[src/verilog/rx_pkg.sv]
////////////////////////////////////////////////////////////
// shared widths, opcodes and header field positions
// beat, read request and fifo word structs
////////////////////////////////////////////////////////////
`default_nettype none

package rx_pkg;

   localparam int unsigned DATA_W   = 256;   // cq beat width
   localparam int unsigned DW_LEN_W = 11;    // dw count field
   localparam int unsigned ADDR_W   = 11;    // captured read address

   // request type, 4 bits of the descriptor
   typedef enum logic [3:0] {
      OP_MEM_RD = 4'b0000,
      OP_MEM_WR = 4'b0001
   } opcode_t;

   ////////////////////////////////////////////////////////////
   // descriptor field positions in the header beat
   ////////////////////////////////////////////////////////////
   localparam int unsigned ADDR_LSB    = 2;
   localparam int unsigned ADDR_MSB    = 12;
   localparam int unsigned LEN_LSB     = 64;
   localparam int unsigned LEN_MSB     = 74;
   localparam int unsigned OP_LSB      = 75;
   localparam int unsigned OP_MSB      = 78;
   localparam int unsigned RID_LSB     = 80;
   localparam int unsigned RID_MSB     = 95;
   localparam int unsigned TAG_LSB     = 96;
   localparam int unsigned TAG_MSB     = 103;
   localparam int unsigned TC_LSB      = 121;
   localparam int unsigned TC_MSB      = 123;
   localparam int unsigned ATTR_LSB    = 124;
   localparam int unsigned ATTR_MSB    = 125;
   localparam int unsigned PAYLOAD_LSB = 128;   // dw0 of the header beat

   localparam int unsigned FIRST_BEAT_DW = 4;   // payload dw riding with the header
   localparam int unsigned BEAT_DW       = 8;   // dw per later beat

   // one cq beat plus framing flags from the framer
   typedef struct packed {
      logic [DATA_W-1:0] data;
      logic              last;
      logic [7:0]        first_be;
      logic              sop;        // first beat of a packet
      logic              accepted;   // valid and ready this cycle
   } cq_beat_t;

   // captured one-dw read, handed to the completer
   typedef struct packed {
      logic [2:0]        tc;
      logic [1:0]        attr;
      logic [9:0]        len;
      logic [15:0]       rid;
      logic [7:0]        tag;
      logic [7:0]        be;
      logic              td;
      logic              ep;
      logic [ADDR_W-1:0] addr;
      logic              spare;
   } mem_rd_req_t;

   // one receive fifo write
   typedef struct packed {
      logic [DATA_W-1:0] data;
      logic              first;   // first word of a packet
      logic              last;    // final word of a packet
   } fifo_word_t;

endpackage

`default_nettype wire
[src/verilog/rx_engine_top.sv]
////////////////////////////////////////////////////////////
// cq receive engine, framer, decoder, packer and statistics
////////////////////////////////////////////////////////////
`timescale 1ns/1ps
`default_nettype none

module rx_engine_top #(
   parameter int unsigned WINDOW_CYCLES = 25000000,   // throughput window in cycles
   parameter int unsigned SEQ_W         = 10
) (
   input  wire                        clk,
   input  wire                        rst_n,
   // completer request stream
   input  wire [rx_pkg::DATA_W-1:0]   cq_tdata_i,
   input  wire                        cq_tlast_i,
   input  wire                        cq_tvalid_i,
   input  wire [7:0]                  cq_tuser_be_i,
   output logic                       cq_tready_o,
   // completion transmitter handshake
   output logic                       req_compl_o,
   output rx_pkg::mem_rd_req_t        rd_req_o,
   input  wire                        compl_done_i,
   // receive fifo
   output logic                       fifo_wr_o,
   output rx_pkg::fifo_word_t         fifo_data_o,
   // statistics
   input  wire                        stats_clear_i,
   output logic                       tput_valid_o,
   output logic [31:0]                tput_count_o,
   output logic                       seq_error_o
);

   rx_pkg::cq_beat_t             beat;
   logic                         wr_start;
   logic [rx_pkg::DW_LEN_W-1:0]  wr_len;

   cq_framer framer_i (
      .clk        (clk),
      .rst_n      (rst_n),
      .tdata_i    (cq_tdata_i),
      .tlast_i    (cq_tlast_i),
      .tvalid_i   (cq_tvalid_i),
      .tuser_be_i (cq_tuser_be_i),
      .tready_i   (cq_tready_o),
      .beat_o     (beat)
   );

   cq_req_decoder decoder_i (
      .clk          (clk),
      .rst_n        (rst_n),
      .beat_i       (beat),
      .compl_done_i (compl_done_i),
      .tready_o     (cq_tready_o),
      .req_compl_o  (req_compl_o),
      .rd_req_o     (rd_req_o),
      .wr_start_o   (wr_start),
      .wr_len_o     (wr_len)
   );

   cq_write_packer packer_i (
      .clk        (clk),
      .rst_n      (rst_n),
      .beat_i     (beat),
      .wr_start_i (wr_start),
      .wr_len_i   (wr_len),
      .fifo_wr_o  (fifo_wr_o),
      .fifo_o     (fifo_data_o)
   );

   ////////////////////////////////////////////////////////////
   // statistics on the fifo side
   ////////////////////////////////////////////////////////////
   rx_throughput_meter #(
      .WINDOW_CYCLES (WINDOW_CYCLES)
   ) meter_i (
      .clk           (clk),
      .rst_n         (rst_n),
      .stats_clear_i (stats_clear_i),
      .fifo_wr_i     (fifo_wr_o),
      .tput_valid_o  (tput_valid_o),
      .tput_count_o  (tput_count_o)
   );

   rx_sequence_checker #(
      .SEQ_W (SEQ_W)
   ) seq_chk_i (
      .clk           (clk),
      .rst_n         (rst_n),
      .stats_clear_i (stats_clear_i),
      .fifo_wr_i     (fifo_wr_o),
      .fifo_i        (fifo_data_o),
      .seq_error_o   (seq_error_o)
   );

endmodule

`default_nettype wire

[src/verilog/rx_sequence_checker.sv]
////////////////////////////////////////////////////////////
// packet sequence check on the first fifo word
////////////////////////////////////////////////////////////
`timescale 1ns/1ps
`default_nettype none

module rx_sequence_checker #(
   parameter int unsigned SEQ_W = 10
) (
   input  wire                       clk,
   input  wire                       rst_n,
   input  wire                       stats_clear_i,
   input  wire                       fifo_wr_i,
   input  wire rx_pkg::fifo_word_t   fifo_i,
   output logic                      seq_error_o
);

   logic [SEQ_W-1:0] exp_seq_q;   // number the next packet should carry
   logic             first_wr;

   assign first_wr = fifo_wr_i && fifo_i.first;

   always_ff @(posedge clk) begin
      if (!rst_n) begin
         exp_seq_q   <= '0;
         seq_error_o <= 1'b0;
      end else if (stats_clear_i) begin
         exp_seq_q   <= '0;
         seq_error_o <= 1'b0;
      end else if (first_wr) begin
         // dw0 low bits hold the sender's count
         if (fifo_i.data[SEQ_W-1:0] != exp_seq_q) begin
            seq_error_o <= 1'b1;   // sticky until clear
         end
         exp_seq_q <= exp_seq_q + 1'b1;   // wraps at width
      end
   end

endmodule

`default_nettype wire

[src/verilog/rx_throughput_meter.sv]
////////////////////////////////////////////////////////////
// fifo words per fixed window of cycles
////////////////////////////////////////////////////////////
`timescale 1ns/1ps
`default_nettype none

module rx_throughput_meter #(
   parameter int unsigned WINDOW_CYCLES = 25000000
) (
   input  wire          clk,
   input  wire          rst_n,
   input  wire          stats_clear_i,
   input  wire          fifo_wr_i,
   output logic         tput_valid_o,
   output logic [31:0]  tput_count_o
);

   localparam int unsigned CNT_W = (WINDOW_CYCLES > 1) ? $clog2(WINDOW_CYCLES) : 1;

   logic [CNT_W-1:0] win_cnt_q;    // cycle position in the window
   logic [31:0]      word_cnt_q;   // words seen so far this window
   logic             win_end;

   assign win_end = (win_cnt_q == CNT_W'(WINDOW_CYCLES - 1));

   ////////////////////////////////////////////////////////////
   // window and word counters
   ////////////////////////////////////////////////////////////
   always_ff @(posedge clk) begin
      if (!rst_n) begin
         win_cnt_q    <= '0;
         word_cnt_q   <= '0;
         tput_valid_o <= 1'b0;
      end else if (stats_clear_i) begin
         win_cnt_q    <= '0;   // restart the window too
         word_cnt_q   <= '0;
         tput_valid_o <= 1'b0;
      end else begin
         tput_valid_o <= win_end;
         if (win_end) begin
            win_cnt_q  <= '0;
            word_cnt_q <= {31'd0, fifo_wr_i};   // closing cycle word goes to the new window
         end else begin
            win_cnt_q <= win_cnt_q + 1'b1;
            if (fifo_wr_i) begin
               word_cnt_q <= word_cnt_q + 1'b1;
            end
         end
      end
   end

   // result, qualified by tput_valid_o
   always_ff @(posedge clk) begin
      if (win_end && !stats_clear_i) begin
         tput_count_o <= word_cnt_q;
      end
   end

endmodule

`default_nettype wire

[src/verilog/cq_write_packer.sv]
////////////////////////////////////////////////////////////
// write payload repacking into 256-bit fifo words
// carries the upper half of each beat into the next word
////////////////////////////////////////////////////////////
`timescale 1ns/1ps
`default_nettype none

module cq_write_packer (
   input  wire                           clk,
   input  wire                           rst_n,
   input  wire rx_pkg::cq_beat_t         beat_i,
   input  wire                           wr_start_i,
   input  wire [rx_pkg::DW_LEN_W-1:0]    wr_len_i,
   output logic                          fifo_wr_o,
   output rx_pkg::fifo_word_t            fifo_o
);

   localparam int unsigned HALF_W = rx_pkg::DATA_W / 2;

   logic                         receiving_q;   // long write in progress
   logic                         first_q;       // next word opens the packet
   logic [rx_pkg::DW_LEN_W-1:0]  remain_q;      // dw still owed, incl. carried half
   logic [HALF_W-1:0]            carry_q;       // upper half of the previous beat
   logic                         short_wr;
   logic                         data_beat;
   logic                         final_word;
   logic [rx_pkg::DATA_W-1:0]    short_data;

   assign short_wr   = wr_start_i && (wr_len_i <= rx_pkg::DW_LEN_W'(rx_pkg::FIRST_BEAT_DW));
   assign data_beat  = receiving_q && beat_i.accepted;
   assign final_word = (remain_q <= rx_pkg::DW_LEN_W'(rx_pkg::BEAT_DW));

   // header payload zero padded past the packet length
   always_comb begin
      short_data = '0;
      for (int i = 0; i < rx_pkg::FIRST_BEAT_DW; i++) begin
         if (wr_len_i > rx_pkg::DW_LEN_W'(i)) begin
            short_data[i*32 +: 32] = beat_i.data[rx_pkg::PAYLOAD_LSB + i*32 +: 32];
         end
      end
   end

   ////////////////////////////////////////////////////////////
   // control
   ////////////////////////////////////////////////////////////
   always_ff @(posedge clk) begin
      if (!rst_n) begin
         fifo_wr_o   <= 1'b0;
         receiving_q <= 1'b0;
         first_q     <= 1'b0;
         remain_q    <= '0;
      end else begin
         fifo_wr_o <= 1'b0;   // single cycle strobe
         if (short_wr) begin
            fifo_wr_o   <= 1'b1;
            receiving_q <= 1'b0;
         end else if (wr_start_i) begin
            receiving_q <= 1'b1;   // header beat only loads the carry
            first_q     <= 1'b1;
            remain_q    <= wr_len_i;
         end else if (data_beat) begin
            fifo_wr_o <= 1'b1;
            first_q   <= 1'b0;
            remain_q  <= remain_q - rx_pkg::DW_LEN_W'(rx_pkg::BEAT_DW);
            if (final_word || beat_i.last) begin
               receiving_q <= 1'b0;   // tlast also ends a cut short packet
            end
         end
      end
   end

   ////////////////////////////////////////////////////////////
   // data path
   ////////////////////////////////////////////////////////////
   always_ff @(posedge clk) begin
      if (short_wr) begin
         fifo_o.data  <= short_data;
         fifo_o.first <= 1'b1;
         fifo_o.last  <= 1'b1;
      end else if (data_beat) begin
         fifo_o.data  <= {beat_i.data[HALF_W-1:0], carry_q};   // older dw in the low half
         fifo_o.first <= first_q;
         fifo_o.last  <= final_word;
      end
      if (wr_start_i || data_beat) begin
         carry_q <= beat_i.data[rx_pkg::DATA_W-1:HALF_W];
      end
   end

endmodule

`default_nettype wire

[src/verilog/cq_req_decoder.sv]
////////////////////////////////////////////////////////////
// header decode, one-dw read capture and completion wait
// write start strobe and tready control
////////////////////////////////////////////////////////////
`timescale 1ns/1ps
`default_nettype none

module cq_req_decoder (
   input  wire                           clk,
   input  wire                           rst_n,
   input  wire rx_pkg::cq_beat_t         beat_i,
   input  wire                           compl_done_i,
   output logic                          tready_o,
   output logic                          req_compl_o,
   output rx_pkg::mem_rd_req_t           rd_req_o,
   output logic                          wr_start_o,
   output logic [rx_pkg::DW_LEN_W-1:0]   wr_len_o
);

   typedef enum logic {
      ST_IDLE,
      ST_RD_WAIT   // read handed off, waiting on the completer
   } state_t;

   state_t                       state_q;
   rx_pkg::opcode_t              opcode;
   logic [rx_pkg::DW_LEN_W-1:0]  len;
   logic                         hdr_valid;
   logic                         rd_hit;

   assign opcode    = rx_pkg::opcode_t'(beat_i.data[rx_pkg::OP_MSB:rx_pkg::OP_LSB]);
   assign len       = beat_i.data[rx_pkg::LEN_MSB:rx_pkg::LEN_LSB];
   assign hdr_valid = beat_i.accepted && beat_i.sop && (state_q == ST_IDLE);

   // only single dw reads get a completion, longer ones are dropped
   assign rd_hit = hdr_valid && (opcode == rx_pkg::OP_MEM_RD) &&
                   (len == rx_pkg::DW_LEN_W'(1));

   // writes of any length go straight to the packer, same cycle
   assign wr_start_o = hdr_valid && (opcode == rx_pkg::OP_MEM_WR);
   assign wr_len_o   = len;

   ////////////////////////////////////////////////////////////
   // read handshake fsm
   ////////////////////////////////////////////////////////////
   always_ff @(posedge clk) begin
      if (!rst_n) begin
         state_q     <= ST_IDLE;
         tready_o    <= 1'b1;
         req_compl_o <= 1'b0;
      end else begin
         case (state_q)
            ST_IDLE: begin
               if (rd_hit) begin
                  state_q     <= ST_RD_WAIT;
                  tready_o    <= 1'b0;   // hold the stream until completion
                  req_compl_o <= 1'b1;
               end
            end
            ST_RD_WAIT: begin
               if (compl_done_i) begin
                  state_q     <= ST_IDLE;
                  tready_o    <= 1'b1;
                  req_compl_o <= 1'b0;
               end
            end
            default: begin
               state_q <= ST_IDLE;
            end
         endcase
      end
   end

   // request fields, loaded with req_compl_o
   always_ff @(posedge clk) begin
      if (rd_hit) begin
         rd_req_o.tc    <= beat_i.data[rx_pkg::TC_MSB:rx_pkg::TC_LSB];
         rd_req_o.attr  <= beat_i.data[rx_pkg::ATTR_MSB:rx_pkg::ATTR_LSB];
         rd_req_o.len   <= len[9:0];
         rd_req_o.rid   <= beat_i.data[rx_pkg::RID_MSB:rx_pkg::RID_LSB];
         rd_req_o.tag   <= beat_i.data[rx_pkg::TAG_MSB:rx_pkg::TAG_LSB];
         rd_req_o.be    <= beat_i.first_be;
         rd_req_o.td    <= 1'b0;   // no digest
         rd_req_o.ep    <= 1'b0;   // never poisoned
         rd_req_o.addr  <= beat_i.data[rx_pkg::ADDR_MSB:rx_pkg::ADDR_LSB];   // dw address
         rd_req_o.spare <= 1'b0;
      end
   end

endmodule

`default_nettype wire

[src/verilog/cq_framer.sv]
////////////////////////////////////////////////////////////
// cq stream framing, start of packet and beat acceptance
////////////////////////////////////////////////////////////
`timescale 1ns/1ps
`default_nettype none

module cq_framer (
   input  wire                        clk,
   input  wire                        rst_n,
   input  wire [rx_pkg::DATA_W-1:0]   tdata_i,
   input  wire                        tlast_i,
   input  wire                        tvalid_i,
   input  wire [7:0]                  tuser_be_i,
   input  wire                        tready_i,
   output rx_pkg::cq_beat_t           beat_o
);

   logic in_pkt_q;   // a packet is open, one cycle behind the bus
   logic sop;
   logic accepted;

   assign sop      = tvalid_i && !in_pkt_q;
   assign accepted = tvalid_i && tready_i;

   ////////////////////////////////////////////////////////////
   // packet tracking
   ////////////////////////////////////////////////////////////
   always_ff @(posedge clk) begin
      if (!rst_n) begin
         in_pkt_q <= 1'b0;
      end else if (accepted && tlast_i) begin
         in_pkt_q <= 1'b0;   // closes even on a one-beat packet
      end else if (accepted && sop) begin
         in_pkt_q <= 1'b1;
      end
   end

   // bundle the beat so later stages skip the framing tests
   always_comb begin
      beat_o.data     = tdata_i;
      beat_o.last     = tlast_i;
      beat_o.first_be = tuser_be_i;   // first/last dw byte enables
      beat_o.sop      = sop;
      beat_o.accepted = accepted;
   end

endmodule

`default_nettype wire

[config.mk]
export PLATFORM = sky130hd
export DESIGN_NAME = rx_engine_top
export DESIGN_NICKNAME = d
export VERILOG_FILES = /design/src/verilog/rx_pkg.sv /design/src/verilog/rx_engine_top.sv /design/src/verilog/rx_sequence_checker.sv /design/src/verilog/rx_throughput_meter.sv /design/src/verilog/cq_write_packer.sv /design/src/verilog/cq_req_decoder.sv /design/src/verilog/cq_framer.sv
export SDC_FILE = /design/constraint.sdc
export NUM_CORES = 1
export LEC_CHECK = 0
export BUFFER_PORTS_ARGS = -buffer_cell sky130_fd_sc_hd__buf_2
export CAP_MARGIN = 20
export CORE_AREA = 2 2 241 243
export DETAILED_ROUTE_END_ITERATION = 10
export DIE_AREA = 0 0 243 245
export MAX_ROUTING_LAYER = met4
export PLACE_DENSITY = 0.69
export SLEW_MARGIN = 20
export SYNTH_ARGS = -nofsm -noshare
export SYNTH_HDL_FRONTEND = slang
export SYNTH_SLANG_ARGS = --single-unit
[constraint.sdc]
create_clock -name clk -period 7.8 [get_ports clk]
set_input_delay 0.39 -clock clk [delete_from_list [all_inputs] [get_ports clk]]
set_output_delay 0.39 -clock clk [all_outputs]
set_load 0.01 [all_outputs]
==> out/summary.txt, run 1 <==
Final worst slack = 4281 ps
Hold Crit Class = primary input to flip-flop
Slew HR = 27.38%
Detailed Place HPWL = 41260 um
Layer carrying the most global-route usage = met2
Clk Latency, worst-skew pair = 620 ps
Setup WS pre-CTS = 4253 ps
Static leakage = 11.73 nW
Die height = 245 um
Final setup vio count = 0
Area of the mapped netlist = 20540 um2
Maxcap violations = 0
Initial antenna violation count = 7
Initial DRC count = 1141
Yosys warning count = 0
Setup bufs post-CTS = 0
Grt ovf = 0
CTS resizes = 0
Layout fillers = 4908
Asr flop ratio synth = 0%
CTS tree = yes
Final ANT Viol Nets = 0
Setup TNS = 0 ps
Fin. max-slew vios = 0
Total Wirelength = 62640 um
Core area = 57030 um2
Status = completed
Initial Utilization = 36.02%
VDD IR max = 0.2114 mV
Min cycle time layout = 3519 ps
Avg Inst Size Synth = 12.94 um2
Worst-path clk slew = 60 ps
Synth unique cells = 54
Non-filler cells, final = 3250
Vias/cell = 5.073
Die width = 243 um
GRT Util Overall = 20.64%
H-tree depth = 2
Sequential share of the synthesized area = 71.73%
Worst setup path class = primary input to flip-flop
Gpl congestion = 0.8873
Syn Inst Count = 1587
Critical path fanouts, max = 98
Clock Skews = 32.52 ps
Final design utilization = 50.33%
Number of cell rows = 88
DRC = 0
Ys flop type = edfxtp_1
PortBufs = 622
Layout area overhead = 39.74%
Pwr/cell area = 236.8 nW/um2
Post-CTS Hold Fix Bufs = 247
EDFF count, synth = 346
RSZ-0062 raised after global routing = no
CTS Sinks = 563
Met1 GRT Util = 23.57%
Max Clock Freq = 284.2 MHz
Fin crit share = 45.11%
First-pass GRT wire length = 93910 um
Number of buffers created by CTS = 58
Via Count = 16490
GRT met3 Usage = 4.734%
Total iterations of the first detailed-routing run = 5
Worst setup SP type = primary input
Number of global-route vias before repair = 16530
Ports = 626
Placed cells = 2892
Final Hold Fails = 0
Worst EP required = 8230 ps
Worst-case clock buffer depth = 3
Ratio of cells with drive above 1 in the final layout = 30.13%
Nets@finish = 2708
Endpoint type of the worst setup path = flip-flop
Hold slack = 51.17 ps
Synthesized flop and latch total = 563
Clk root buf = clkbuf_16
Worst Tran Pin Value = 1089 ps
Pin count of the biggest net entering global routing = 99
Met2 global-route usage = 35.41%
Die footprint = 59540 um2
Worst Path Arrival = 3950 ps
Routed wire length per instance = 19.28 um
[flip-flops by register name, summed over array words and instances (netlist names), 10 cells and up]
name	cells
packer_i.carry_q	128
meter_i.win_cnt_q	25
meter_i.tput_count_o	32
seq_chk_i.exp_seq_q	10
packer_i.fifo_o	258
decoder_i.rd_req_o	58
packer_i.remain_q	11
meter_i.word_cnt_q	32
[per-stage QoR]
step	instance area (um2)	power [mW]
final	28710	6.797
after global routing	28710	7.017
after CTS	28680	6.834
after detailed placement	24290	3.976
after global placement	24290	3.957
after floorplan	20550	3.675
[cells by family after synthesis]
| group | Yosys count | synth area share [%] |
|---|---|---|
| adders and majority gates | 4 | 0.2436 |
| muxes | 10 | 0.5360 |
| DFF | 563 | 71.73 |
| and+or+nand+nor | 486 | 11.11 |
| xor gates and xnor gates | 35 | 1.492 |
| other | 1 | 0.01826 |
| buffers and inverters | 114 | 2.808 |
| AOI/OAI and AO/OA | 374 | 12.07 |
[area by class of cell]
class                           instances  area [um2]  share of cell area [%]
Multi-Input combinational cell        912        5318                   18.52
Sequential cell                       563       14730                   51.33
Timing Repair Buffer                  885        5705                   19.88
Tap cell                              765       957.2                   3.334
Clock buffer                           85        1665                   5.801
Clock inverter                         20       259.0                  0.9022
Antenna cell                            6       15.01                 0.05230
Inverter                               14       52.55                  0.1831
[power breakdown]
| group | internal (mW) | switching (mW) |
|---|---|---|
| Clock | 1.59 | 1.18 |
| Sequential | 3.31 | 0.0879 |
| Combinational | 0.309 | 0.327 |
[layout by cell type, fill, tap and decap left out, types with 5 or more instances in the layout]
cell,synthesis,routed
buf_2,17,622
edfxtp_1,346,346
nand2_1,291,289
dlygate4sd3_1,0,247
dfxtp_1,217,217
a21oi_1,173,172
a22o_1,128,128
clkbuf_16,0,60
nor2_1,39,37
nand3_1,31,30
o21ai_0,29,29
or3_1,25,25
xor2_1,23,23
or4_1,20,20
nand4_1,19,19
clkbuf_1,57,18
o31ai_1,16,16
buf_4,16,16
inv_1,14,14
xnor2_1,12,12
nor3_1,11,11
and4_1,10,10
and3_1,11,10
mux2i_1,8,8
o32ai_1,8,8
clkbuf_8,0,7
diode_2,0,6
nor4_1,5,5
[routing by layer]
layer | routed length, um | vias to the layer above
met3 | 4604 | 156
met1 | 23790 | 8018
met5 | 0 | -
met2 | 32110 | 740
li1 | - | 7574
met4 | 2136 | 0
[critical path, stage by stage]
cell,delay (ps)
dlygate4sd3_1,540
buf_2,160
or4_4,560
or3_1,580
nor2_4,610
buf_4,920
a21oi_1,100
[final timing paths]
| kind | start | endpoint | slack, ps | depth (start not counted) |
|---|---|---|---|---|
| worst min-delay path | cq_tdata_i[69] | decoder_i.rd_req_o[51] | 50 | 1 |
| worst max-delay path | cq_tdata_i[71] | packer_i.fifo_o[245] | 4280 | 7 |
| worst min register to register | meter_i.win_cnt_q[0] | meter_i.win_cnt_q[0] | 440 | 1 |
| worst max register to register | decoder_i.state_q | packer_i.carry_q[5] | 4490 | 4 |
[synthesized netlist by cell type, types with 17 or more instances]
cell type    n  area share (%)
dfxtp_1    217              21
or4_1       20            0.73
o21ai_0     29            0.71
clkbuf_1    57             1.0
xor2_1      23            0.98
a22o_1     128             5.5
a21oi_1    173             4.2
nand4_1     19            0.58
or3_1       25            0.76
nand3_1     31            0.76
nand2_1    291             5.3
nor2_1      39            0.71
edfxtp_1   346              51
buf_2       17            0.41
(Power assumes the default switching activity.)
==> run 2, diff against run 1 <==
ABC_AREA = 1   (was unset)
CORE_AREA = 2 2 246 248   (was 2 2 241 243)
DIE_AREA = 0 0 248 250   (was 0 0 243 245)
PLACE_DENSITY = 0.71   (was 0.69)
clock period = 2.85 ns   (was 7.8 ns; I/O delays follow)
==> out/summary.txt, run 2 <==
Final setup vio count = 0
Fin. max-slew vios = 0
Crit-path most repeated cell = nor2_1
Worst Path Arrival = 2760 ps
Worst path max stage delay = 550 ps
Nets@finish = 3266
Layout area overhead = 39.57%
Synth area leader = edfxtp_1
Critical path fanouts, max = 43
Max reg flops = 258
Die footprint = 62000 um2
Ratio of cells with drive above 1 in the final layout = 26.04%
CTS resizes = 0
Min cycle time layout = 2258 ps
Static leakage = 12.75 nW
Die height = 250 um
Status = completed
Placed cells = 3445
VDD IR max = 0.6106 mV
Ports = 626
Initial Utilization = 36.60%
Grt ovf = 0
Initial antenna violation count = 14
Core area = 59570 um2
Total iterations of the first detailed-routing run = 6
Worst Tran Pin Value = 875.3 ps
Via Count = 18980
Slew HR = 41.64%
Synth top cells by count = nand2_1 (620), edfxtp_1 (346), nand3_1 (234)
Total Wirelength = 72880 um
Routed wire length per instance = 18.99 um
Final Hold Fails = 0
Top-area cell type share of the netlist area = 47.65%
Slowest-stage cell, CP = dlygate4sd3_1
Number of buffers created by CTS = 59
Maxcap violations = 0
Non-filler cells, final = 3837
Sequential share of the synthesized area = 67.57%
Yosys warning count = 0
Final ANT Viol Nets = 0
Clk Latency, worst-skew pair = 620 ps
PortBufs = 622
Ranking of synthesized cells by area = edfxtp_1 (48%), dfxtp_1 (20%), nand2_1 (11%)
Post-CTS Hold Fix Bufs = 268
First-pass GRT wire length = 107900 um
Cell family with most CP delay = simple AND/OR/NAND/NOR gates
Initial DRC count = 1473
Layout fillers = 5077
H-tree depth = 2
GRT Util Overall = 23.33%
Pwr/cell area = 640.9 nW/um2
Worst-path clk slew = 60 ps
Area of the multi-input gates = 6112 um2
Commonest non-fill, non-tap cells in the layout = buf_2 (622), nand2_1 (617), edfxtp_1 (346), dlygate4sd3_1 (268), nand3_1 (234)
Fin crit share = 79.24%
Number of cell rows = 90
Count leader, synth = nand2_1
CTS Sinks = 563
Cell chain of the critical path = dlygate4sd3_1 > buf_2 > nor2_1 > nand3_1 > nor2_1 > inv_1 > nand2_8 > nand2_1 > nor2_1 > nor2_1
DRC = 0
Synthesized flop and latch total = 563
Worst setup path class = primary input to flip-flop
Worst path bufs/invs = 3
Worst setup SP type = primary input
Area of the mapped netlist = 21800 um2
Hold Crit Class = primary input to flip-flop
Die width = 248 um
Clk root buf = clkbuf_16
CTS tree = yes
RSZ-0062 raised after global routing = no
Max Clock Freq = 442.8 MHz
EDFF count, synth = 346
Avg Inst Size Synth = 10.32 um2
Pin count of the biggest net entering global routing = 164
Synth unique cells = 38
Top flop regs = packer_i.fifo_o x258, packer_i.carry_q x128, decoder_i.rd_req_o x58
Endpoint type of the worst setup path = flip-flop
Vias/cell = 4.947
Commonest non-fill, non-tap cell in the layout = buf_2
Ys flop type = edfxtp_1
Syn Inst Count = 2112
Final design utilization = 51.09%
Asr flop ratio synth = 0%
Worst EP required = 3350 ps
Biggest register = packer_i.fifo_o
Detailed Place HPWL = 48810 um
Number of global-route vias before repair = 18590
Gpl congestion = 0.9135
Clock Skews = 19.54 ps
Worst-case clock buffer depth = 3
Setup bufs post-CTS = 0
Reg area = 14740 um2
run 2: cell type report:
cell class                      instances  area share, %
Antenna cell                           13         0.1069
Multi-Input combinational cell       1340          20.08
Timing Repair Buffer                  923          20.35
Sequential cell                       563          48.42
Inverter                              105          1.312
Clock buffer                           71          5.069
Clock inverter                         40          1.439
Tap cell                              782          3.215
run 2: where the power goes:
group          total, mW  internal (mW)  switching [mW]  leakage, nW
clock               7.89           4.53            3.37        0.955
combinational       2.20           1.00            1.19         6.70
sequential          9.41           9.14           0.273         5.09
total               19.5           14.7            4.83         12.7
run 2: cells by family (layout without fill, tap and decap cells):
group	after synthesis	after routing	synth area share [%]
DFF	563	563	67.57
and+or+nand+nor	1057	1057	20.14
xor gates and xnor gates	22	22	0.8837
buffers and inverters	211	1139	4.751
adders and majority gates	4	4	0.2295
other	1	16	0.01720
AOI/OAI and AO/OA	254	254	6.404
run 2: per-stage QoR:
stage / total power, mW / area, um2 / hold slack, ps / worst slack, ps / TNS (ps)
after floorplan: 10.36 / 21850 / 221.5 / -288.6 / -16740
after global placement: 11.33 / 25740 / 318.3 / 462.7 / 0
after detailed placement: 11.38 / 25740 / 321.3 / 452.4 / 0
after CTS: 19.56 / 30400 / 4.136 / 557.3 / 0
after global routing: 20.18 / 30430 / 6.271 / 353.2 / 0
final: 19.50 / 30430 / 47.66 / 591.5 / 0
run 2: worst paths after layout:
| kind | start | end | slack (ps) | depth (start not counted) |
|---|---|---|---|---|
| setup / recovery | cq_tdata_i[77] | packer_i.remain_q[6] | 590 | 10 |
| hold reg to reg | seq_chk_i.seq_error_o | seq_chk_i.seq_error_o | 450 | 2 |
| setup reg to reg | decoder_i.tready_o | packer_i.remain_q[6] | 600 | 9 |
| hold / removal | cq_tdata_i[68] | decoder_i.rd_req_o[50] | 50 | 2 |
run 2: routing by layer:
metal | GRT usage, % | vias to the layer above | part of all wire, %
met5 | - | - | 0
met4 | 12.47 | 0 | 5.7
met3 | 4.366 | 248 | 7.0
met2 | 39.10 | 948 | 50
met1 | 26.25 | 8873 | 37
li1 | - | 8914 | -
